## src/verilog/rd_arb_pkg.sv

```systemverilog
// Shared types and constants for the four-master AXI read-address arbiter.
// Every arbiter module imports this package. Ports name its types by
// scope and module bodies pull them in with a wildcard import.

package rd_arb_pkg;

   // --------------------------------------------------
   // Sizes
   // --------------------------------------------------
   localparam int NUM_MASTERS  = 4;
   localparam int MASTER_IDX_W = 2;

   // Index of one master
   typedef logic [MASTER_IDX_W-1:0] master_idx_t;

   // One bit per master, used for request, lock, release and grant vectors
   typedef logic [NUM_MASTERS-1:0] master_vec_t;

   // --------------------------------------------------
   // AXI lock field
   // --------------------------------------------------
   // Encoded as AR lock. Value 2'b11 is reserved and treated like EXCLUSIVE
   typedef enum logic [1:0] {
      NORMAL    = 2'b00,
      EXCLUSIVE = 2'b01,
      LOCKED    = 2'b10
   } lock_e;

   // --------------------------------------------------
   // Per-master inputs
   // --------------------------------------------------
   // req is a level held until granted.
   // rd_end is a one-cycle strobe at the end of a read
   typedef struct packed {
      logic  req;
      lock_e lock;
      logic  rd_end;
   } rd_master_t;

   // Master 0 sits at index 0
   typedef rd_master_t [NUM_MASTERS-1:0] rd_master_vec_t;

   // --------------------------------------------------
   // Grant FSM states
   // --------------------------------------------------
   // ARB_IDLE   no owner, grant is zero
   // ARB_OWNED  plain read in progress, ends on owner rd_end
   // ARB_LOCKED locked sequence, ends on rd_end after an unlocked request
   typedef enum logic [1:0] {
      ARB_IDLE   = 2'b00,
      ARB_OWNED  = 2'b01,
      ARB_LOCKED = 2'b10
   } grant_state_e;

endpackage
```

## src/verilog/rd_arbiter.sv

```systemverilog
// Four-master AXI read-address arbiter, top level.
// Grants the shared read channel to one master at a time in round-robin
// order and holds the grant across locked read sequences.
// grant is registered and is zero or one-hot.

`timescale 1ns/1ps

module rd_arbiter (
   input  logic                       ACLK,
   input  logic                       aresetn,
   input  rd_arb_pkg::rd_master_vec_t masters,
   output rd_arb_pkg::master_vec_t    grant
);

   import rd_arb_pkg::*;

   master_vec_t req_vec;
   master_vec_t locked_req;
   master_vec_t release_ok;
   logic        win_valid;
   master_idx_t win_idx;
   logic        grant_taken;
   master_idx_t owner_idx;

   // Request levels for the selector
   always_comb begin
      for (int i = 0; i < NUM_MASTERS; i++) begin
         req_vec[i] = masters[i].req;
      end
   end

   // --------------------------------------------------
   // Lock status and round-robin search run side by side
   // --------------------------------------------------
   rd_lock_tracker u_lock_tracker (
      .ACLK       (ACLK),
      .aresetn    (aresetn),
      .masters    (masters),
      .locked_req (locked_req),
      .release_ok (release_ok)
   );

   rd_rr_select u_rr_select (
      .ACLK        (ACLK),
      .aresetn     (aresetn),
      .req         (req_vec),
      .grant_taken (grant_taken),
      .owner_idx   (owner_idx),
      .win_valid   (win_valid),
      .win_idx     (win_idx)
   );

   // --------------------------------------------------
   // Grant FSM
   // --------------------------------------------------
   rd_grant_fsm u_grant_fsm (
      .ACLK        (ACLK),
      .aresetn     (aresetn),
      .masters     (masters),
      .win_valid   (win_valid),
      .win_idx     (win_idx),
      .locked_req  (locked_req),
      .release_ok  (release_ok),
      .grant_taken (grant_taken),
      .owner_idx   (owner_idx),
      .grant       (grant)
   );

endmodule

```

## src/verilog/rd_grant_fsm.sv

```systemverilog
// Grant state machine of the read arbiter.
// Combines the round-robin winner with the lock status and the read-end
// strobes into one registered one-hot grant. A zero-grant cycle always
// separates two owners. Pulses grant_taken one cycle after a new grant.

`timescale 1ns/1ps

module rd_grant_fsm (
   input  logic                       ACLK,
   input  logic                       aresetn,
   input  rd_arb_pkg::rd_master_vec_t masters,
   input  logic                       win_valid,
   input  rd_arb_pkg::master_idx_t    win_idx,
   input  rd_arb_pkg::master_vec_t    locked_req,
   input  rd_arb_pkg::master_vec_t    release_ok,
   output logic                       grant_taken,
   output rd_arb_pkg::master_idx_t    owner_idx,
   output rd_arb_pkg::master_vec_t    grant
);

   import rd_arb_pkg::*;

   grant_state_e state_q;
   grant_state_e state_nxt;

   master_idx_t  owner_q;
   master_idx_t  owner_nxt;
   master_vec_t  grant_q;
   master_vec_t  grant_nxt;
   logic         taken_q;
   logic         taken_nxt;

   // Read end from the current owner only
   logic         owner_end;

   assign owner_end = masters[owner_q].rd_end;

   // --------------------------------------------------
   // Next state
   // --------------------------------------------------
   always_comb begin
      state_nxt = state_q;
      owner_nxt = owner_q;
      grant_nxt = grant_q;
      taken_nxt = 1'b0;

      case (state_q)
         ARB_IDLE: begin
            if (win_valid) begin
               owner_nxt = win_idx;
               grant_nxt = master_vec_t'(1) << win_idx;
               taken_nxt = 1'b1;
               if (locked_req[win_idx]) begin
                  state_nxt = ARB_LOCKED;
               end else begin
                  state_nxt = ARB_OWNED;
               end
            end
         end

         ARB_OWNED: begin
            if (owner_end) begin
               grant_nxt = '0;
               state_nxt = ARB_IDLE;
            end
         end

         // Held until an unlocked request has been seen and a read ends
         ARB_LOCKED: begin
            if (owner_end && release_ok[owner_q]) begin
               grant_nxt = '0;
               state_nxt = ARB_IDLE;
            end
         end

         default: begin
            grant_nxt = '0;
            state_nxt = ARB_IDLE;
         end
      endcase
   end

   // --------------------------------------------------
   // State and output registers
   // --------------------------------------------------
   always_ff @(posedge ACLK or negedge aresetn) begin
      if (!aresetn) begin
         state_q <= ARB_IDLE;
         owner_q <= '0;
         grant_q <= '0;
         taken_q <= 1'b0;
      end else begin
         state_q <= state_nxt;
         owner_q <= owner_nxt;
         grant_q <= grant_nxt;
         taken_q <= taken_nxt;
      end
   end

   assign grant       = grant_q;
   assign owner_idx   = owner_q;
   assign grant_taken = taken_q;

endmodule

```

## src/verilog/rd_rr_select.sv

```systemverilog
// Round-robin winner selection for the read arbiter.
// Keeps the index of the last granted master and searches the request
// vector from the next index onwards, wrapping, so the last owner is
// checked last. The winner is combinational from requests and pointer.

`timescale 1ns/1ps

module rd_rr_select (
   input  logic                    ACLK,
   input  logic                    aresetn,
   input  rd_arb_pkg::master_vec_t req,
   input  logic                    grant_taken,
   input  rd_arb_pkg::master_idx_t owner_idx,
   output logic                    win_valid,
   output rd_arb_pkg::master_idx_t win_idx
);

   import rd_arb_pkg::*;

   // Last granted master
   master_idx_t rr_ptr;

   // Candidate index during the search
   master_idx_t scan_idx;

   // --------------------------------------------------
   // Priority pointer
   // --------------------------------------------------
   // Resets to the highest index so that master 0 is searched first
   always_ff @(posedge ACLK or negedge aresetn) begin
      if (!aresetn) begin
         rr_ptr <= master_idx_t'(NUM_MASTERS - 1);
      end else if (grant_taken) begin
         rr_ptr <= owner_idx;
      end
   end

   // --------------------------------------------------
   // Rotating priority search
   // --------------------------------------------------
   // Offsets 1 .. NUM_MASTERS from the pointer; the index wraps on the
   // index width, so the final offset lands on the pointer itself
   always_comb begin
      win_valid = 1'b0;
      win_idx   = '0;
      scan_idx  = '0;
      for (int k = 1; k <= NUM_MASTERS; k++) begin
         scan_idx = rr_ptr + master_idx_t'(k);
         if (!win_valid && req[scan_idx]) begin
            win_valid = 1'b1;
            win_idx   = scan_idx;
         end
      end
   end

endmodule

```

## src/verilog/rd_lock_tracker.sv

```systemverilog
// Lock tracking for the read arbiter.
// Flags which masters request a locked sequence and keeps, per master,
// a flag that allows a locked sequence to be released.

`timescale 1ns/1ps

module rd_lock_tracker (
   input  logic                       ACLK,
   input  logic                       aresetn,
   input  rd_arb_pkg::rd_master_vec_t masters,
   output rd_arb_pkg::master_vec_t    locked_req,
   output rd_arb_pkg::master_vec_t    release_ok
);

   import rd_arb_pkg::*;

   master_vec_t release_q;

   // --------------------------------------------------
   // Locked request decode
   // --------------------------------------------------
   always_comb begin
      for (int i = 0; i < NUM_MASTERS; i++) begin
         locked_req[i] = masters[i].req && (masters[i].lock == LOCKED);
      end
   end

   // --------------------------------------------------
   // Release flags
   // --------------------------------------------------
   // A LOCKED request clears the flag and a NORMAL request sets it.
   // EXCLUSIVE requests keep whatever was there before
   always_ff @(posedge ACLK or negedge aresetn) begin
      if (!aresetn) begin
         release_q <= '0;
      end else begin
         for (int i = 0; i < NUM_MASTERS; i++) begin
            if (masters[i].req) begin
               if (masters[i].lock == LOCKED) begin
                  release_q[i] <= 1'b0;
               end else if (masters[i].lock == NORMAL) begin
                  release_q[i] <= 1'b1;
               end
            end
         end
      end
   end

   assign release_ok = release_q;

endmodule

```

## config.mk

```make
export PLATFORM = sky130hd
export DESIGN_NAME = rd_arbiter
export DESIGN_NICKNAME = d
export VERILOG_FILES = /design/src/verilog/rd_arb_pkg.sv /design/src/verilog/rd_arbiter.sv /design/src/verilog/rd_grant_fsm.sv /design/src/verilog/rd_rr_select.sv /design/src/verilog/rd_lock_tracker.sv
export SDC_FILE = /design/constraint.sdc
export NUM_CORES = 1
export LEC_CHECK = 0
export BUFFER_PORTS_ARGS = -buffer_cell sky130_fd_sc_hd__buf_2
export CORE_MARGIN = 2
export CORE_UTILIZATION = 40
export CTS_CLUSTER_DIAMETER = 200
export DETAILED_ROUTE_END_ITERATION = 10
export PLACE_DENSITY = 0.69
export SLEW_MARGIN = 20
export SYNTH_ARGS = -nofsm -noshare
export SYNTH_HDL_FRONTEND = slang
export SYNTH_SLANG_ARGS = --single-unit
```

## constraint.sdc

```tcl
create_clock -name ACLK -period 2.14 [get_ports ACLK]
set_clock_uncertainty 0.2 [all_clocks]
set_input_delay 0.214 -clock ACLK [delete_from_list [all_inputs] [get_ports ACLK]]
set_output_delay 0.214 -clock ACLK [all_outputs]
set_load 0.02 [all_outputs]
```

==> out/results.ini <==
[run_status]
status=finished clean

[critical_path]
start_kind=register
reg2reg_depth=5
critPathRequiredTime_ns=2.10
rr_startpoint=u_rr_select.rr_ptr[1]
cp_num_buf_inv=0
critPathTopFamily=simple AND/OR/NAND/NOR gates
rr_endpoint=u_grant_fsm.state_q[0]
arrival_ns=1.90
max_stage_delay_ns=0.60
crit_chain=or3b_1 -> nand3_2 -> or4b_4 -> nand4bb_1 -> a31oi_1
crit_path_end_kind=register
cpMaxStageDelayCell=dfstp_2
worstSetupPathType=reg -> reg
r2r_slack_ns=0.20
crit_fanout=7

[hold_path]
hold_start=masters[13]
hold_class=in -> reg
min_path_cells=3
hold_path_end=u_lock_tracker.release_ok[3]

[timing]
fmax_mhz=515
fin_setup_tns_ns=0
rsz0062_at_grt=false
period_share_pct=90.8
tightestPinTransition_ns=0.541
slew_violations=0
setup_violations=0
finalWorstPathRequiredPeriod_ns=1.94
finalHoldViolations=0
relSlewSlack_pct=63.6

[final_layout]
drive_above_1_share_pct=32.8
nets=135
nFillCells=202
fin_util_pct=53.7
syn_to_final_growth_pct=25.0
seqCellArea_sq_um=378
multiInputGateArea_sq_um=467
antenna_cells=0

[synthesis]
synth-warning-count=0
syn_nets=104
synthArstFlopShare_pct=100
netlist_instances=86
syn_area_per_cell_sq_um=10.0
ys_seq_elements=15
ys_seq_area_share_pct=44.0
synth-edff-count=0
ys.flop_type=dfrtp_1
synth_cell_types=32
synthTopCellsByCount=15 x nand2_1, 13 x dfrtp_1, 6 x mux2_2
ys_top_cells_by_area=dfrtp_1 38%, mux2_2 7.9%, nand2_1 6.6%
synth_top_cell_by_area=dfrtp_1
syn_area_sq_um=860
yosys.cell_count.top_type=nand2_1
synth_top_area_share_pct=37.8

[floorplan]
fp.dieH_microns=50.4
die-area_sq_mm=0.00254
fp-row-count=16
core-area_sq_mm=0.00200
start_util_pct=42.9
io_pins=22
die_w_microns=50.4

[placed_design]
gp_congestion=0.784
portBuffers=21
dpl.hpwl_microns=1490

[global_route]
grt_max_degree=16
antenna_found_initial=0
grt_pass1_wl_microns=3390
grt_overflow=0
grt.total_usage_pct=17.7
grt_pass1_vias=789

[clock_network]
post_cts_buffers=0
cts_buffers=3
clockBufferDepth=2
ctsRootBufferMaster=clkbuf_4
cts_tree=yes
cts.repair.resized=0
cts.sinks=15
hold_buffers=5
worstSkewPairLatency_ns=0.27
clk_pin_slew_ns=0.09
h-tree-depth=1

[route]
drcViolationCount=0
vias_per_cell=5.28
wire_per_inst_microns=13.6
dr_total_vias=755
ant_nets=0
drt_iter0_drc=13
routed_wl_microns=1950
first_pass_iters=4

[power_and_ir_drop]
p_seq_share_pct=42.2
p_leak_nw=0.514
internal_power_w=0.000748
ir_drop_uv=659
p_sw_share_pct=39.9
p_per_area_mw_per_mm2=1160
pwr-share-comb_pct=45.1
switching_power_w=0.000497
clockPowerShare_pct=12.7

[run]
max-cap-violations=0

-- area by class of cell --
type,instances,share of cell area [%]
clock buffer,4,2.44
inverter,4,1.40
multi-input combinational,67,43.4
sequential,15,35.2
tap,27,3.14
timing repair buffer,26,14.4
-- worst max path at each step --
stage	slack, ns	depth (start not counted)	endpoint	start
2_1_floorplan	0.29	5	u_grant_fsm.state_q[0]	u_rr_select.rr_ptr[1]
5_1_grt	0.12	5	u_grant_fsm.state_q[0]	u_rr_select.rr_ptr[1]
6_report	0.20	5	u_grant_fsm.state_q[0]	u_rr_select.rr_ptr[1]
3_5_place_dp	0.20	5	u_grant_fsm.state_q[0]	u_rr_select.rr_ptr[1]
4_1_cts	0.19	5	u_grant_fsm.state_q[0]	u_rr_select.rr_ptr[1]
3_3_place_gp	0.24	5	u_grant_fsm.state_q[0]	u_rr_select.rr_ptr[1]
-- power groups by stage --
stage / registers, W / clock network [W] / logic (W)
global route: 0.000546 / 0.000182 / 0.000626
global placement: 0.000525 / 0 / 0.000545
floorplan: 0.000541 / 0 / 0.000383
CTS: 0.000525 / 0.000166 / 0.000567
detailed placement: 0.000532 / 0 / 0.000557
finish: 0.000525 / 0.000159 / 0.000561
-- layer usage --
metal	vias up	GRT usage (%)	share of wire [%]
met5	-	0	0
met4	0	5.86	1.1
met3	2	4.76	6.2
met2	25	31.8	51
met1	347	20.2	42
li1	381	-	-
-- worst reg2reg max path: stages, from the launching register on --
cell       delay (ns)
dfstp_2          0.60
or3b_1           0.14
nand3_2          0.13
or4b_4           0.57
nand4bb_1        0.11
a31oi_1          0.08
-- logic make-up (layout without fill, tap and decap cells) --
group | count (synthesis) | in the layout | synth area share, %
compound gates | 23 | 23 | 20.4
buf+inv | 4 | 34 | 1.75
simple gates | 36 | 36 | 23.7
flops | 15 | 15 | 44.0
mux | 8 | 8 | 10.2
-- placed cells by master (no fill, tap or decap), types with 3 or more instances in the layout --
cell type,instances
o2111ai_1,3
nand2_1,15
dlygate4sd3_1,5
inv_1,4
clkbuf_4,3
mux2_2,6
o211ai_1,3
buf_2,21
nand2b_1,3
nor2b_1,3
nor2_1,4
o21ai_0,5
dfrtp_1,13
-- through the flow --
stage	hold slack, ns	power [W]	worst slack, ns	cell area [sq um]	std cells
after floorplan	-0.282	0.000924	0.289	860	86
after global placement	-0.0670	0.00107	0.244	998	134
after detailed placement	-0.0652	0.00109	0.203	998	134
after CTS	0.0123	0.00126	0.192	1070	143
after global routing	0.0254	0.00135	0.121	1070	143
final	0.0199	0.00125	0.197	1070	143
-- flip-flops by register name, indices dropped and copies added, names as in the netlist --
name / cells
u_grant_fsm.state_q: 2
u_grant_fsm.grant: 4
u_grant_fsm.owner_idx: 2
u_rr_select.rr_ptr: 2
u_lock_tracker.release_ok: 4
u_grant_fsm.grant_taken: 1
(Power assumes the default switching activity.)
